`src/hdl/lc3b_params.svh`:
```
`ifndef LC3B_PARAMS_SVH
`define LC3B_PARAMS_SVH

// address of the first instruction fetched after reset.
`define LC3B_RESET_PC 16'h0000

// depth of the register file.
`define LC3B_NUM_REGS 8

// consecutive data grants allowed while a fetch is kept waiting.
`define LC3B_ARB_HOLD 2

`endif

```
`src/hdl/lc3b_types.sv`:
```
package lc3b_types;

typedef logic [15:0] lc3b_word;    // one data or address word.
typedef logic [2:0]  lc3b_reg;     // index into the eight-entry register file.

// only the opcodes this core executes are named, with their LC-3b encodings.
typedef enum logic [3:0] {
    op_br  = 4'b0000,
    op_add = 4'b0001,
    op_and = 4'b0101,
    op_ldr = 4'b0110,
    op_str = 4'b0111,
    op_not = 4'b1001
} lc3b_opcode;

typedef enum logic [1:0] {
    alu_add,
    alu_and,
    alu_not,
    alu_pass    // hands the second operand through unchanged.
} lc3b_aluop;

// core sequencing states.
typedef enum logic [2:0] {
    s_wait_instr,
    s_decode,
    s_execute,
    s_mem_access,
    s_writeback
} lc3b_cpu_state;

// apb master phases, one transfer at a time.
typedef enum logic [1:0] {
    arb_idle,
    arb_setup,
    arb_access
} lc3b_arb_state;

endpackage : lc3b_types

```
`src/hdl/lc3b_mem_if.sv`:
```
`timescale 1ns/1ps

interface lc3b_mem_if;

    logic                 read;     // held high until resp.
    logic                 write;    // never high together with read.
    lc3b_types::lc3b_word address;
    lc3b_types::lc3b_word wdata;
    lc3b_types::lc3b_word rdata;    // valid only in the resp cycle.
    logic                 resp;     // one-cycle completion pulse.

    // the side that asks for a transfer.
    modport requester (
        output read, write, address, wdata,
        input  rdata, resp
    );

    // the side that carries it out and answers.
    modport arbiter (
        input  read, write, address, wdata,
        output rdata, resp
    );

endinterface : lc3b_mem_if

```
`src/hdl/control.sv`:
```
`timescale 1ns/1ps

module control
(
    input  logic                   clk,
    input  logic                   reset,
    input  logic                   instr_valid,
    input  lc3b_types::lc3b_opcode opcode,
    input  logic                   branch_enable,
    output logic                   instr_take,
    output logic                   redirect,
    output logic                   load_ir,
    output logic                   load_regfile,
    output logic                   load_cc,
    output lc3b_types::lc3b_aluop  aluop,
    output logic                   mem_read,
    output logic                   mem_write,
    input  logic                   mem_resp
);

lc3b_types::lc3b_cpu_state state;
lc3b_types::lc3b_cpu_state next_state;

always_ff @(posedge clk) begin
    if (reset) state <= lc3b_types::s_wait_instr;
    else       state <= next_state;
end

always_comb begin
    instr_take   = 1'b0;
    redirect     = 1'b0;
    load_ir      = 1'b0;
    load_regfile = 1'b0;
    load_cc      = 1'b0;
    mem_read     = 1'b0;
    mem_write    = 1'b0;
    next_state   = state;
    case (opcode)                       // the alu op follows the opcode in every state.
        lc3b_types::op_add: aluop = lc3b_types::alu_add;
        lc3b_types::op_and: aluop = lc3b_types::alu_and;
        lc3b_types::op_not: aluop = lc3b_types::alu_not;
        default:            aluop = lc3b_types::alu_pass;
    endcase
    case (state)
        lc3b_types::s_wait_instr: begin
            instr_take = instr_valid;   // ir loads in the same cycle the buffer is taken.
            load_ir    = instr_valid;
            if (instr_valid) next_state = lc3b_types::s_decode;
        end
        lc3b_types::s_decode: next_state = lc3b_types::s_execute;
        lc3b_types::s_execute: begin
            case (opcode)
                lc3b_types::op_br: begin
                    redirect   = branch_enable; // a taken branch flushes the prefetch.
                    next_state = lc3b_types::s_wait_instr;
                end
                lc3b_types::op_ldr, lc3b_types::op_str: next_state = lc3b_types::s_mem_access;
                default: next_state = lc3b_types::s_writeback;
            endcase
        end
        lc3b_types::s_mem_access: begin
            mem_read  = (opcode == lc3b_types::op_ldr);
            mem_write = (opcode == lc3b_types::op_str);
            if (mem_resp) begin
                next_state = (opcode == lc3b_types::op_ldr) ? lc3b_types::s_writeback
                                                             : lc3b_types::s_wait_instr;
            end
        end
        lc3b_types::s_writeback: begin
            load_regfile = 1'b1;
            load_cc      = 1'b1;
            next_state   = lc3b_types::s_wait_instr;
        end
        default: next_state = lc3b_types::s_wait_instr;
    endcase
end

// a data response only comes back while exactly one strobe is up in mem_access.
strobe_in_mem_access: assert property (@(posedge clk) disable iff (reset)
    mem_resp |-> (state == lc3b_types::s_mem_access) && (mem_read ^ mem_write));

// the fetch buffer must be empty right after a redirect.
redirect_flushes: assert property (@(posedge clk) disable iff (reset)
    redirect |=> !instr_valid);

endmodule : control

```
`src/hdl/datapath.sv`:
```
`timescale 1ns/1ps
`include "lc3b_params.svh"

module datapath
(
    input  logic                   clk,
    input  logic                   reset,
    input  lc3b_types::lc3b_word   instr,
    input  lc3b_types::lc3b_word   instr_pc,
    input  logic                   load_ir,
    input  logic                   load_regfile,
    input  logic                   load_cc,
    input  lc3b_types::lc3b_aluop  aluop,
    input  logic                   mem_read,
    input  logic                   mem_write,
    output lc3b_types::lc3b_opcode opcode,
    output logic                   branch_enable,
    output lc3b_types::lc3b_word   redirect_pc,
    output logic                   mem_resp,
    lc3b_mem_if.requester          data_port
);

lc3b_types::lc3b_word ir;
lc3b_types::lc3b_word ir_pc;          // fetch address of the instruction in ir.
lc3b_types::lc3b_word mdr;            // load data, held past the resp cycle.
lc3b_types::lc3b_word regfile [`LC3B_NUM_REGS];
logic [2:0]           cc;             // n, z, p.
lc3b_types::lc3b_reg  dest;
lc3b_types::lc3b_reg  sr1;
lc3b_types::lc3b_reg  sr2;
lc3b_types::lc3b_word alu_b;
lc3b_types::lc3b_word alu_out;
lc3b_types::lc3b_word wb_data;

assign opcode = lc3b_types::lc3b_opcode'(ir[15:12]);
assign dest   = ir[11:9];             // also the store source for STR.
assign sr1    = ir[8:6];              // also the base register for LDR and STR.
assign sr2    = ir[2:0];

// bit 5 picks the sign-extended imm5 over the second register.
assign alu_b = ir[5] ? {{11{ir[4]}}, ir[4:0]} : regfile[sr2];

always_comb begin
    case (aluop)
        lc3b_types::alu_add: alu_out = regfile[sr1] + alu_b;
        lc3b_types::alu_and: alu_out = regfile[sr1] & alu_b;
        lc3b_types::alu_not: alu_out = ~regfile[sr1];
        default:             alu_out = alu_b;
    endcase
end

assign wb_data = (opcode == lc3b_types::op_ldr) ? mdr : alu_out;

always_ff @(posedge clk) begin
    if (reset) begin
        for (int i = 0; i < `LC3B_NUM_REGS; i++) regfile[i] <= '0;
        cc <= 3'b010;                   // zero registers read as z.
    end else begin
        if (load_regfile) regfile[dest] <= wb_data;
        if (load_cc) cc <= {wb_data[15], wb_data == 16'd0, !wb_data[15] && wb_data != 16'd0};
    end
end

always_ff @(posedge clk) begin
    if (load_ir) begin
        ir    <= instr;
        ir_pc <= instr_pc;
    end
    if (data_port.resp) mdr <= data_port.rdata;
end

// branch goes to the next pc plus twice the sign-extended offset9.
assign redirect_pc   = ir_pc + 16'd2 + {{6{ir[8]}}, ir[8:0], 1'b0};
assign branch_enable = |(ir[11:9] & cc);

// effective address is base plus twice the sign-extended offset6.
assign data_port.address = regfile[sr1] + {{9{ir[5]}}, ir[5:0], 1'b0};
assign data_port.wdata   = regfile[dest];
assign data_port.read    = mem_read;
assign data_port.write   = mem_write;
assign mem_resp          = data_port.resp;

endmodule : datapath

```
`src/hdl/fetch_unit.sv`:
```
`timescale 1ns/1ps
`include "lc3b_params.svh"

module fetch_unit
(
    input  logic                 clk,
    input  logic                 reset,
    input  logic                 instr_take,
    input  logic                 redirect,
    input  lc3b_types::lc3b_word redirect_pc,
    output logic                 instr_valid,
    output lc3b_types::lc3b_word instr,
    output lc3b_types::lc3b_word instr_pc,
    lc3b_mem_if.requester        instr_port
);

lc3b_types::lc3b_word pc;         // next address to fetch.
lc3b_types::lc3b_word req_addr;   // address of the read in flight.
lc3b_types::lc3b_word buf_instr;
lc3b_types::lc3b_word buf_pc;
logic                 buf_valid;
logic                 rd_active;
logic                 discard;    // the read in flight was made stale by a redirect.
logic                 take_fire;
logic                 accept;
logic                 issue;

assign take_fire = instr_take & buf_valid;
assign accept    = instr_port.resp & ~discard & ~redirect;
// a new read starts once the buffer is empty or being emptied this cycle.
assign issue     = ~rd_active & ~redirect & (~buf_valid | take_fire);

always_ff @(posedge clk) begin
    if (reset) begin
        pc        <= `LC3B_RESET_PC;
        buf_valid <= 1'b0;
        rd_active <= 1'b0;
        discard   <= 1'b0;
    end else begin
        if (issue) rd_active <= 1'b1;
        else if (instr_port.resp) rd_active <= 1'b0;

        if (instr_port.resp) discard <= 1'b0;   // the stale result has now been dropped.
        else if (redirect && rd_active) discard <= 1'b1;

        if (redirect) begin
            pc        <= redirect_pc;
            buf_valid <= 1'b0;                  // flush whatever was prefetched.
        end else if (accept) begin
            pc        <= req_addr + 16'd2;
            buf_valid <= 1'b1;
        end else if (take_fire) begin
            buf_valid <= 1'b0;
        end
    end
end

always_ff @(posedge clk) begin
    if (issue) req_addr <= pc;
    if (accept) begin
        buf_instr <= instr_port.rdata;
        buf_pc    <= req_addr;                 // kept for branch targets.
    end
end

assign instr_port.read    = rd_active;
assign instr_port.write   = 1'b0;             // the instruction side only reads.
assign instr_port.address = req_addr;
assign instr_port.wdata   = '0;
assign instr_valid        = buf_valid;
assign instr              = buf_instr;
assign instr_pc           = buf_pc;

// control may only consume an instruction that is actually buffered.
take_needs_valid: assert property (@(posedge clk) disable iff (reset)
    instr_take |-> instr_valid);

endmodule : fetch_unit

```
`src/hdl/mem_arbiter.sv`:
```
`timescale 1ns/1ps
`include "lc3b_params.svh"

module mem_arbiter
(
    input  logic                 clk,
    input  logic                 reset,
    input  lc3b_types::lc3b_word prdata,
    input  logic                 pready,
    lc3b_mem_if.arbiter          instr_port,
    lc3b_mem_if.arbiter          data_port,
    output logic                 psel,
    output logic                 penable,
    output logic                 pwrite,
    output lc3b_types::lc3b_word paddr,
    output lc3b_types::lc3b_word pwdata
);

lc3b_types::lc3b_arb_state state;
logic                      owner_data;     // set while the data port owns the bus.
logic                      resp_q;         // the cycle after completion.
logic [3:0]                hold_cnt;       // data grants taken while fetch waited.
lc3b_types::lc3b_word      rdata_q;
logic                      fetch_req;
logic                      data_req;
logic                      fetch_starved;
logic                      done;

assign fetch_req     = instr_port.read;
assign data_req      = data_port.read | data_port.write;
assign fetch_starved = fetch_req && (hold_cnt >= `LC3B_ARB_HOLD); // fetch must win now.
assign done          = (state == lc3b_types::arb_access) && pready;

always_ff @(posedge clk) begin
    if (reset) begin
        state      <= lc3b_types::arb_idle;
        owner_data <= 1'b0;
        resp_q     <= 1'b0;
        hold_cnt   <= '0;
    end else begin
        resp_q <= done;
        case (state)
            lc3b_types::arb_idle: begin
                // the owner still holds its request while resp is out, so skip a cycle.
                if (!resp_q) begin
                    if (data_req && !fetch_starved) begin
                        owner_data <= 1'b1;
                        state      <= lc3b_types::arb_setup;
                        hold_cnt   <= fetch_req ? hold_cnt + 4'd1 : 4'd0;
                    end else if (fetch_req) begin
                        owner_data <= 1'b0;
                        state      <= lc3b_types::arb_setup;
                        hold_cnt   <= '0;             // fetch served, starvation count restarts.
                    end
                end
            end
            lc3b_types::arb_setup:  state <= lc3b_types::arb_access; // setup is one cycle.
            lc3b_types::arb_access: if (pready) state <= lc3b_types::arb_idle;
            default:                state <= lc3b_types::arb_idle;
        endcase
    end
end

always_ff @(posedge clk) begin
    if (done) rdata_q <= prdata;           // captured on the completion edge.
end

// the owner keeps its fields stable, so apb is driven straight from them.
assign psel    = (state != lc3b_types::arb_idle);
assign penable = (state == lc3b_types::arb_access);
assign pwrite  = owner_data & data_port.write;
assign paddr   = owner_data ? data_port.address : instr_port.address;
assign pwdata  = data_port.wdata;          // only the data port ever writes.

// only the current owner sees the response.
assign instr_port.resp  = resp_q & ~owner_data;
assign data_port.resp   = resp_q & owner_data;
assign instr_port.rdata = rdata_q;
assign data_port.rdata  = rdata_q;

// an access phase belongs to a selected bus whose owner is still asking.
penable_with_psel: assert property (@(posedge clk) disable iff (reset)
    penable |-> psel && (owner_data ? data_req : fetch_req));

// checks that the owning requester really holds its address until completion.
paddr_stable: assert property (@(posedge clk) disable iff (reset)
    (psel && !(penable && pready)) |=> $stable(paddr));

endmodule : mem_arbiter

```
`src/hdl/mp3.sv`:
```
`timescale 1ns/1ps

module mp3
(
    input  logic                 clk,
    input  logic                 reset,
    input  lc3b_types::lc3b_word prdata,
    input  logic                 pready,
    output logic                 psel,
    output logic                 penable,
    output logic                 pwrite,
    output lc3b_types::lc3b_word paddr,
    output lc3b_types::lc3b_word pwdata
);

lc3b_mem_if instr_port ();            // fetch unit to arbiter.
lc3b_mem_if data_port ();             // datapath to arbiter.

logic                   instr_valid;
lc3b_types::lc3b_word   instr;
lc3b_types::lc3b_word   instr_pc;
logic                   instr_take;
logic                   redirect;
lc3b_types::lc3b_word   redirect_pc;
logic                   load_ir;
logic                   load_regfile;
logic                   load_cc;
lc3b_types::lc3b_aluop  aluop;
logic                   mem_read;
logic                   mem_write;
logic                   mem_resp;
lc3b_types::lc3b_opcode opcode;
logic                   branch_enable;

fetch_unit fetch_unit_module (
    .clk(clk), .reset(reset), .instr_take(instr_take), .redirect(redirect),
    .redirect_pc(redirect_pc), .instr_valid(instr_valid), .instr(instr),
    .instr_pc(instr_pc), .instr_port(instr_port.requester)
);

control control_module (
    .clk(clk), .reset(reset), .instr_valid(instr_valid), .opcode(opcode),
    .branch_enable(branch_enable), .instr_take(instr_take), .redirect(redirect),
    .load_ir(load_ir), .load_regfile(load_regfile), .load_cc(load_cc), .aluop(aluop),
    .mem_read(mem_read), .mem_write(mem_write), .mem_resp(mem_resp)
);

datapath datapath_module (
    .clk(clk), .reset(reset), .instr(instr), .instr_pc(instr_pc), .load_ir(load_ir),
    .load_regfile(load_regfile), .load_cc(load_cc), .aluop(aluop), .mem_read(mem_read),
    .mem_write(mem_write), .opcode(opcode), .branch_enable(branch_enable),
    .redirect_pc(redirect_pc), .mem_resp(mem_resp), .data_port(data_port.requester)
);

mem_arbiter arbiter_module (
    .clk(clk), .reset(reset), .prdata(prdata), .pready(pready),
    .instr_port(instr_port.arbiter), .data_port(data_port.arbiter),
    .psel(psel), .penable(penable), .pwrite(pwrite), .paddr(paddr), .pwdata(pwdata)
);

endmodule : mp3

```
`config.mk`:
```
export PLATFORM = sky130hd
export DESIGN_NAME = mp3
export DESIGN_NICKNAME = d
export VERILOG_FILES = /design/src/hdl/lc3b_types.sv /design/src/hdl/lc3b_mem_if.sv /design/src/hdl/control.sv /design/src/hdl/datapath.sv /design/src/hdl/fetch_unit.sv /design/src/hdl/mem_arbiter.sv /design/src/hdl/mp3.sv
export VERILOG_INCLUDE_DIRS = /design/src /design/src/hdl
export SDC_FILE = /design/constraint.sdc
export NUM_CORES = 1
export LEC_CHECK = 0
export BUFFER_PORTS_ARGS = -buffer_cell sky130_fd_sc_hd__buf_4
export CAP_MARGIN = 20
export CORE_MARGIN = 10
export CORE_UTILIZATION = 40
export DETAILED_ROUTE_END_ITERATION = 8
export PLACE_DENSITY = 0.59
export SLEW_MARGIN = 5
export SYNTH_ARGS = -nofsm -noshare
export SYNTH_HDL_FRONTEND = slang
export SYNTH_SLANG_ARGS = --single-unit
```
`constraint.sdc`:
```
create_clock -name clk -period 4.4 [get_ports clk]
set_input_delay 0.66 -clock clk [delete_from_list [all_inputs] [get_ports clk]]
set_output_delay 0.66 -clock clk [all_outputs]
set_load 0.01 [all_outputs]
```
# Word-level counts from Yosys, hierarchy flattened
# Memory sizes are Yosys's and may differ from the RTL's. A register that Yosys moved wholly into a read port is not among the register bits.
# Cells that the tools add are included.
[classes]
bitwise = 19
n_mux = 43
eq_ne = 18
n_reduce_logical = 26
order_cmp = 1
add_sub_neg = 6
[ops]
columns = ["cell", "count"]
rows = [
  ["2-to-1 mux 16 bit", 6],
  ["adder 16 bit", 3],
  ["case mux 16 bit (3 select lines)", 1],
  ["adder 16 x 2 -> 16 bit, second input constant", 2],
  ["2-to-1 mux 3 bit", 7],
  ["2-to-1 mux 1 bit", 18],
  ["bitwise AND 16 bit", 1],
  ["zero test 16 bit", 1],
  ["NOT 16 bit", 1],
  ["nonzero test 16 bit", 1],
  ["OR reduction 16 bit", 1],
  ["== test 4 x 3 -> 1 bit, second input constant", 3],
  ["2-to-1 mux 4 bit", 3],
  ["case mux 2 bit (3 select lines)", 2],
  ["case mux 3 bit (4 select lines)", 1],
  ["nonzero test 2 bit", 5],
  ["bitwise AND 1 bit", 8],
  ["2-to-1 mux 2 bit", 4],
  ["== test 3 x 2 -> 1 bit, second input constant", 2],
  ["!= test 2 bit, second input constant", 3],
  ["NOT 1 bit", 6],
  ["case mux 3 bit (2 select lines)", 1],
  ["AND reduction 3 bit", 2],
  ["OR reduction 2 bit", 3],
  ["19 further kinds", 28],
]
[totals]
out_inout_bits = 35
elab_cells = 131
mem_bits_rw = 128
mem_count = 1
register_bits = 145
[memory_table]
columns = ["name", "words", "width", "read_ports", "rd_clocked_by_memory_dff", "wr", "line", "source"]
rows = [
  ["datapath_module.regfile", 8, 16, 3, 3, 8, "datapath.sv:26", "lc3b_types::lc3b_word regfile [`LC3B_NUM_REGS];"],
]

# Longest topological paths before layout
# Gate-level depths: netlist of the first run.
[logic_depth]
word_depth = 8
ltp_mapped = 19
depth_no_buf = 15

# Cells and area by module
# Synthesis of the first run repeated with hierarchy kept, for this count alone.
[hier_totals]
hier_cells = 1348
area_unflattened_um2 = 16727.3
[modules_own_cells]
columns = ["mod", "seq_area_each_um2", "cells_per_inst", "n_inst", "area_each_um2"]
rows = [
  ["datapath", 5525.3, 1003, 1, 12430.7],
  ["fetch_unit", 1821.7, 201, 1, 2680.1],
  ["mem_arbiter", 640.6, 112, 1, 1335.0],
  ["control", 60.1, 32, 1, 281.5],
]

# Least setup slack after synthesis of the first run
# No wires, ideal clock.
[synth_path]
kind = "register to output"
from = "register (tool-made name)"
to = "output paddr[14]"
t_required_ns = 3.740
slack_ns = 0.179
t_arrival_ns = 3.561
stages_incl_launch_ff = 15
cell_sequence = "dfxtp_1 buf_6 mux4_2 nor2_1 or2_2 inv_1 ha_1 a21o_1 a21oi_1 nand2b_1 a21boi_0 o41ai_1 o2111ai_1 a31o_2 o311ai_0"
[synth_lines]
columns = ["item", "line", "source"]
rows = [
  ["end, declared", "mp3.sv:12", "output lc3b_types::lc3b_word paddr,"],
]

==> results of run 1 <==
[Yosys cell counts (11+ instances only)]
cell | count | area, um2
edfxtp_1 | 240 | 7210
a21o_1 | 12 | 90.1
mux4_1 | 20 | 526
a211oi_1 | 23 | 173
xor2_1 | 19 | 166
mux2i_1 | 29 | 290
nand2_1 | 86 | 323
clkbuf_1 | 40 | 150
xnor2_1 | 22 | 193
nand2b_1 | 23 | 144
ha_1 | 60 | 751
nor3_1 | 23 | 115
nand3_1 | 26 | 130
inv_1 | 24 | 90.1
mux2_2 | 40 | 450
nor2b_1 | 22 | 138
nor2_1 | 217 | 815
dfxtp_1 | 42 | 841
o21ai_0 | 36 | 180
a31oi_1 | 11 | 68.8
a21oi_1 | 45 | 225
mux4_2 | 67 | 1510
and3_1 | 17 | 106
[power by group]
| group | internal (W) | switching [W] | total [W] |
|---|---|---|---|
| combinational | 0.000231 | 0.000256 | 0.000486 |
| sequential | 0.00295 | 0.0000597 | 0.00301 |
| clock | 0.00159 | 0.00112 | 0.00270 |
| total | 0.00477 | 0.00143 | 0.00620 |
[worst paths after layout]
path	endpoint	slack, ns	cells past startpoint
max	paddr[15]	-0.15	14
min	arbiter_module.data_port.rdata[12]$_DFFE_PP_	0.25	1
max reg2reg	datapath_module.cc[0]$_SDFFE_PP0N_	0.15	14
min reg2reg	datapath_module.ir_pc[12]$_DFFE_PP_	0.42	0
[final cells by class]
class | instances | area (um2) | share of cell area
Multi-Input combinational cell | 932 | 7920 | 0.412
Clock inverter | 26 | 275 | 0.0143
Tap cell | 525 | 657 | 0.0342
Timing Repair Buffer | 175 | 1430 | 0.0741
Sequential cell | 282 | 8070 | 0.420
Clock buffer | 32 | 779 | 0.0406
Inverter | 26 | 100 | 0.00521
[layout by cell type, fill, tap and decap left out, drive strengths merged, types with 23 or more instances in the layout]
cell type,count
a21oi,45
mux2i,29
nor3,25
nor2,219
dfxtp,42
buf,175
a211oi,23
nand3,27
o21ai,42
mux2,40
nand2b,23
ha,60
mux4,87
nand2,86
edfxtp,240
clkbuf,32
inv,27
[worst max-delay path, cell delays in order, from the launching register on]
cell	delay [ns]
dfxtp_4	0.42
buf_12	0.15
buf_12	0.14
mux4_2	0.50
nand2_1	0.12
nand2_4	0.09
ha_4	0.24
or3_1	0.37
o21ai_2	0.11
a211oi_2	0.09
or3_4	0.42
a31oi_4	0.18
xnor2_1	0.10
mux2_4	0.27
buf_6	0.12
[registers in the layout (all words and copies together) (netlist names), 4 cells and up, named ones only]
register,count
fetch_unit_module.instr,16
fetch_unit_module.instr_pc,16
datapath_module.ir,16
datapath_module.regfile,128
arbiter_module.hold_cnt,4
fetch_unit_module.instr_port.address,16
datapath_module.ir_pc,16
fetch_unit_module.pc,16
datapath_module.mdr,16
arbiter_module.data_port.rdata,16
[kinds of logic (layout without fill, tap and decap cells)]
group	after synthesis	count (layout)	share of synthesized area
adders and majority gates	63	63	0.0501
AOI/OAI and AO/OA	207	207	0.0900
muxes	156	156	0.172
DFF	282	282	0.498
buffers and inverters	99	259	0.0353
xor gates and xnor gates	41	41	0.0222
and+or+nand+nor	465	465	0.133
[through the flow]
step           instances  utilization  area, um2  worst slack [ns]
2_1_floorplan       1313            -      16200             0.179
3_3_place_gp        1917        0.442      17600           -0.0135
3_5_place_dp        1917        0.442      17600           -0.0977
4_1_cts             1985        0.475      18900            -0.186
5_1_grt             1998        0.483      19200            -0.263
6_report            1998        0.483      19200            -0.153
[what timing repair did]
action                                  CTS  global route
gates resized for setup                  50            46
endpoints found under the setup margin   10            21
pin swaps                                24            19
setup buffers                            10            13
[metal layers]
| layer | part of all wire | routed length [um] |
|---|---|---|
| met2 | 0.47 | 23000 |
| met3 | 0.069 | 3340 |
| met5 | 0 | 0 |
| met4 | 0.036 | 1730 |
| met1 | 0.42 | 20500 |
==> results.yml, run 1 <==
clock_tree:
  h-tree-depth: 1
  cts_sinks: 282
  cts_buffers: 31
  cts-root-buf: "clkbuf_16"
  cts_tree: "yes"
  cts_hold_buf: 0
  clk_latency_ns: 0.58
  clk_transition_reported_paths_ns: 0.06
  clk_path_buf_depth: 3
grt:
  grt.met2_usage: 0.307
  use_met3: 0.0239
  grt_pass1_vias: 11700
  grtUsageMet1: 0.256
  track_usage: 0.190
  antenna_found_initial: 0
  grt-busiest-layer: "met2"
  grt_max_degree: 37
  grt_pass1_wl_mm: 72.5
  grt_remaining_overflow: 0
sta:
  tns_ns: -0.259
  finalSetupViolCount: 4
  whs_ns: 0.248
  period_minus_slack_ns: 4.55
  tightest_slew_ns: 1.11
  slew-limit-headroom: 0.253
  slew_viol_final: 0
  worst_slack_ns: -0.153
  hold_violations: 0
  period_share: 1.03
  fin_skew_ns: 0.0258
  clock.fmax_mhz: 220
  rsz0062_at_grt: "true"
drt:
  vias: 11800
  drc: 0
  ant_nets: 0
  routedWlPerCell_um: 24.3
  drt-vias-per-instance: 5.90
  finalWirelength_mm: 48.5
  firstDrtPassIters: 5
  drt_iter0_drc: 1127
logic_synthesis:
  synth_seq_area_share: 0.498
  async_flop_share: 0
  synth-seq-cells: 282
  yosys_warnings: 0
  syn_nets: 1395
  synth_area_per_cell_um2: 12.3
  synth-main-ff-cell: "edfxtp_1"
  synth_cell_types: 86
  synthesis.area_um2: 16200
  synth_edf_count: 240
  syn-instance-count: 1313
placement:
  gp_congestion: 0.954
  hpwl_mm: 33.5
  io_buffers: 53
job:
  maxCapViolations: 0
layout:
  drive_gt1_frac: 0.295
  layout.nets: 1530
  nFillCells: 3578
  antenna_cells: 0
  area_growth_pct: 18.9
worst_setup_path:
  path_class: "flip-flop to output pin"
  critPathCaptureType: "output pin"
  worstPathArrival_ns: 3.89
  crit_required_ns: 3.74
  worst-path-max-fanout: 9
  crit_path_start_kind: "flip-flop"
floorplanning:
  fp-row-count: 73
  die_width_um: 221
  start_util: 0.406
  coreArea_um2: 39800
  die_area_um2: 48900
  die_h_um: 221
  ios: 54
pwr:
  p_total_w: 0.00620
  ir_drop_mv: 0.322
  powerDensity_nw_per_um2: 323
  leakagePower_nw: 7.18
status:
  violations: "setup timing"
  status: "finished, violations left"
hold_path:
  min-delay-start: "prdata[12]"
  hp-class: "input port to flip-flop"
Power figures use the tool's default switching activity.
==> run 2: changes to the inputs <==
- BUFFER_PORTS_ARGS: -buffer_cell sky130_fd_sc_hd__buf_4 -> unset
- DONT_BUFFER_PORTS: unset -> 1
- PLACE_DENSITY: 0.59 -> 0.58
==> results.yml, run 2 (synthesized netlist as in run 1, its figures left out) <==
layout:
  nFillCells: 3633
  layout.nets: 1454
  largest_register_ffs: 128
  top_register: "datapath_module.regfile"
  drive_gt1_frac: 0.243
  fin_area_um2: 18500
  area_growth_pct: 14.3
  seqCellArea_um2: 8070
  final_cell_mix: "edfxtp_1 (240), nor2_1 (213), buf_4 (91)"
  layout_commonest_cell: "edfxtp_1"
  multi_input_area_um2: 7850
worst_setup_path:
  r2r_end: "datapath_module.cc[0]$_SDFFE_PP0N_"
  critical_path_buf_inv_count: 3
  crit_path_max_incr_delay_ns: 0.55
  crit_path_frequent_cell: "buf_4"
  critPathCaptureType: "output pin"
  worst-path-max-fanout: 5
  crit_path_start_kind: "flip-flop"
  critPathSlowestCell: "mux4_2"
  path_class: "flip-flop to output pin"
  reg2reg_depth: 14
  path_depth: 16
  cpLargestDelayFamily: "compound AO/OA/AOI/OAI gates"
  cp-endpoint: "paddr[14]"
  crit_chain: "mux4_2, nor2_4, or2_4, inv_4, ha_4, a21o_1, a21oi_2, nand2b_4, a21boi_4, o41ai_2, buf_4, o2111ai_4, a31o_4, nand4b_1, o311ai_2, buf_4"
  worstPathArrival_ns: 3.79
  rrSetupSlack_ns: 0.12
  crit_required_ns: 3.74
placement:
  placed_cell_area_um2: 17100
  io_buffers: 0
  hpwl_mm: 32.8
  gp_congestion: 0.906
clock_tree:
  cts_buffers: 31
  clk_path_buf_depth: 3
  cts_hold_buf: 0
  cts_sinks: 282
  cts_tree: "yes"
  clk_transition_reported_paths_ns: 0.06
  clk_latency_ns: 0.58
  h-tree-depth: 1
  cts-root-buf: "clkbuf_16"
sta:
  slew-limit-headroom: 0.369
  rsz0062_at_grt: "true"
  fin_skew_ns: 0.0221
  tightest_slew_ns: 0.944
  period_share: 1.01
  worst_slack_ns: -0.0522
  period_minus_slack_ns: 4.45
  hold_violations: 0
  slew_viol_final: 0
  finalSetupViolCount: 3
  clock.fmax_mhz: 225
drt:
  finalWirelength_mm: 47.6
  drt_iter0_drc: 1210
  routedWlPerCell_um: 24.8
  vias: 11500
  drc: 0
  drt-vias-per-instance: 5.97
  firstDrtPassIters: 5
  ant_nets: 0
grt:
  track_usage: 0.187
  grt_pass1_wl_mm: 71.3
  grt_remaining_overflow: 0
  grt_max_degree: 45
  grt_pass1_vias: 11400
  antenna_found_initial: 0
status:
  violations: "setup timing"
  status: "finished, violations left"
floorplanning:
  die_h_um: 221
  die_width_um: 221
  fp-row-count: 73
  start_util: 0.406
  ios: 54
  die_area_um2: 48900
  coreArea_um2: 39800
pwr:
  leakagePower_nw: 6.76
  powerDensity_nw_per_um2: 324
  ir_drop_mv: 0.319
  p_total_w: 0.00599
hold_path:
  whs_path_depth: 1
  hp-class: "input port to flip-flop"
  min-delay-start: "reset"
job:
  maxCapViolations: 0
[run 2: cell count changes in the layout (fill, tap and decap cells not counted), moves of 3 or more]
cell      before  now
clkbuf_1       1    9
clkinv_2       8    4
buf_4        164   91
buf_12         8    5
ha_4           7    4
nand2_1       78   81
[run 2: what timing repair did]
action	in CTS	in global routing
cloned	0	1
resized for setup	48	32
endpoints found under the setup margin	10	18
hold endpoints to repair	0	0
pin swaps	22	13
setup buffers	8	2
[run 2: routing by layer]
layer	track usage	part of all wire
met1	0.248	0.42
met2	0.304	0.48
met4	0.0667	0.032
met3	0.0294	0.071
met5	0	0
[run 2: through the flow]
step / setup slack (ns) / instances / setup TNS (ns) / hold slack (ns) / utilization
2_1_floorplan: 0.179 / 1313 / 0 / 0.400 / -
5_1_grt: -0.213 / 1921 / -0.588 / 0.132 / 0.464
3_3_place_gp: 0.0442 / 1852 / 0 / 0.401 / 0.429
3_5_place_dp: -0.0634 / 1853 / -0.0634 / 0.405 / 0.429
6_report: -0.0522 / 1922 / -0.0774 / 0.149 / 0.464
4_1_cts: -0.0807 / 1918 / -0.305 / 0.112 / 0.460
[run 2: where the power goes]
| part | internal, W | total, W | switching [W] |
|---|---|---|---|
| Clock | 0.00147 | 0.00255 | 0.00108 |
| Combinational | 0.000187 | 0.000420 | 0.000233 |
| Sequential | 0.00296 | 0.00302 | 0.0000607 |
| Total | 0.00462 | 0.00599 | 0.00137 |
[run 2: layout make-up]
cell class,instances,area share
clock buffers,40,0.0438
multi-input cells,932,0.425
clock inverters,17,0.00948
inverters,26,0.00542
diodes,1,0.000135
repair buffers,99,0.0446
flip-flops and latches,282,0.436
well taps,525,0.0355
[run 2: worst min-delay path by stage]
stage,end
2_1_floorplan,datapath_module.ir[12]$_DFFE_PP_
3_3_place_gp,datapath_module.ir_pc[9]$_DFFE_PP_
3_5_place_dp,datapath_module.ir_pc[12]$_DFFE_PP_
4_1_cts,fetch_unit_module.pc[13]$_SDFFE_PP0P_
5_1_grt,fetch_unit_module.pc[13]$_SDFFE_PP0P_
6_report,fetch_unit_module.pc[13]$_SDFFE_PP0P_
==> run 3: changes to the inputs <==
- CORE_UTILIZATION: 40 -> 35
- PLACE_DENSITY: 0.58 -> 0.53
==> results.yml, run 3 (synthesized netlist as in run 1, its figures left out) <==
status:
  status: "complete, no violations"
worst_setup_path:
  worstPathArrival_ns: 3.71
  crit_path_start_kind: "flip-flop"
  worst-path-max-fanout: 7
  r2r_end: "datapath_module.cc[0]$_SDFFE_PP0N_"
  crit_path_frequent_cell: "buf_4"
  path_class: "flip-flop to output pin"
  crit_required_ns: 3.74
  rrSetupSlack_ns: 0.13
  reg2reg_depth: 14
  critPathCaptureType: "output pin"
  critPathSlowestCell: "mux4_2"
  crit_path_max_incr_delay_ns: 0.52
  crit_chain: "mux4_2, nor2_2, or2_4, inv_4, ha_4, a21o_1, a21oi_2, nand2b_4, a21boi_4, o41ai_2, buf_4, o2111ai_4, a31o_4, nand4b_1, o311ai_2, buf_4"
grt:
  grt_pass1_wl_mm: 73.2
  grt_max_degree: 45
  track_usage: 0.172
  grt_remaining_overflow: 0
  grt_pass1_vias: 11400
  antenna_found_initial: 2
clock_tree:
  cts_tree: "yes"
  cts_buffers: 34
  cts_sinks: 282
  cts-root-buf: "clkbuf_16"
  clk_path_buf_depth: 3
  cts_hold_buf: 0
  clk_latency_ns: 0.53
  clk_transition_reported_paths_ns: 0.06
  h-tree-depth: 2
layout:
  nFillCells: 4216
  layout.nets: 1465
  largest_register_ffs: 128
  layout_commonest_cell: "edfxtp_1"
  final_cell_mix: "edfxtp_1 (240), nor2_1 (213), buf_4 (96)"
  top_register: "datapath_module.regfile"
  drive_gt1_frac: 0.255
  area_growth_pct: 16.7
floorplanning:
  die_width_um: 235
  ios: 54
  fp-row-count: 78
  die_h_um: 235
  die_area_um2: 55200
  start_util: 0.355
  coreArea_um2: 45600
placement:
  hpwl_mm: 34.4
  pre_cts_ws_ns: -0.0266
  io_buffers: 0
  gp_congestion: 0.860
sta:
  clock.fmax_mhz: 229
  period_share: 0.994
  hold_violations: 0
  tightest_slew_ns: 1.06
  worst_slack_ns: 0.0279
  tns_ns: 0
  fin_skew_ns: 0.0210
  period_minus_slack_ns: 4.37
  finalSetupViolCount: 0
  rsz0062_at_grt: "true"
  slew_viol_final: 0
  slew-limit-headroom: 0.294
drt:
  ant_nets: 0
  routedWlPerCell_um: 24.5
  finalWirelength_mm: 49.3
  firstDrtPassIters: 5
  drt-vias-per-instance: 5.70
  drt_iter0_drc: 943
  vias: 11400
  drc: 0
pwr:
  powerDensity_nw_per_um2: 339
  ir_drop_mv: 0.225
  leakagePower_nw: 6.91
job:
  maxCapViolations: 0
hold_path:
  holdPathEnd: "fetch_unit_module.pc[3]$_SDFFE_PP0P_"
  min-delay-start: "reset"
  whs_path_depth: 1
  hp-class: "input port to flip-flop"
## run 3: cell types whose count changed in the layout (fill, tap and decap cells not counted), sizes merged
cell and delta:
buf +9, clkbuf +6, bufinv +2, clkinv -5
## run 3: metal layers
| metal | vias to the layer above | share of wire | GRT usage |
|---|---|---|---|
| met1 | 5760 | 0.43 | 0.230 |
| met3 | 99 | 0.068 | 0.0321 |
| li1 | 5138 | - | - |
| met5 | - | 0.00022 | 0 |
| met4 | 2 | 0.038 | 0.0663 |
| met2 | 447 | 0.46 | 0.272 |
## run 3: worst max-delay path, delay by kind of cell, from the launching register on
| kind | cells | cell delay [ns] |
|---|---|---|
| compound gates | 7 | 1.13 |
| simple gates | 4 | 0.53 |
| mux | 1 | 0.52 |
| flops | 1 | 0.42 |
| buf+inv | 3 | 0.37 |
| fa+ha+maj | 1 | 0.20 |
## run 3: worst max path at each step
stage,end,slack (ns),cells past startpoint
2_1_floorplan,paddr[14],0.18,14
3_3_place_gp,datapath_module.cc[0]$_SDFFE_PP0N_,-0.06,14
3_5_place_dp,datapath_module.cc[0]$_SDFFE_PP0N_,-0.03,14
4_1_cts,paddr[15],-0.06,14
5_1_grt,paddr[14],-0.12,16
6_report,paddr[14],0.03,16
## run 3: area by class of cell
type / instances / area (um2) / area share
Multi-Input combinational cell: 932 / 7890 / 0.418
Timing Repair Buffer: 107 / 898 / 0.0476
Clock inverter: 14 / 208 / 0.0110
Sequential cell: 282 / 8070 / 0.428
Clock buffer: 47 / 951 / 0.0504
Antenna cell: 1 / 2.50 / 0.000133
Inverter: 26 / 101 / 0.00537
Tap cell: 600 / 751 / 0.0398
## run 3: power breakdown
part	leakage, nW	total (W)	switching, W	internal, W
logic	3.64	0.000433	0.000237	0.000196
registers	2.70	0.00302	0.0000627	0.00296
clock network	0.563	0.00294	0.00113	0.00181
total	6.91	0.00639	0.00143	0.00496
## run 3: timing repair
action | 4_1_cts | 5_1_grt
setup endpoints to repair | 9 | 18
gates resized for setup | 50 | 35
pin swaps | 24 | 12
hold endpoints to repair | 0 | 0
setup buffers | 7 | 4
## run 3: per-stage QoR
step / std cells / total power, W / cell area (um2) / util / hold WS [ns]
3_3_place_gp: 1934 / 0.00347 / 17200 / 0.378 / 0.401
4_1_cts: 2003 / 0.00642 / 18600 / 0.409 / 0.188
6_report: 2009 / 0.00639 / 18900 / 0.414 / 0.209
3_5_place_dp: 1935 / 0.00347 / 17200 / 0.378 / 0.405
2_1_floorplan: 1313 / 0.00332 / 16200 / - / 0.400
5_1_grt: 2009 / 0.00659 / 18900 / 0.414 / 0.185
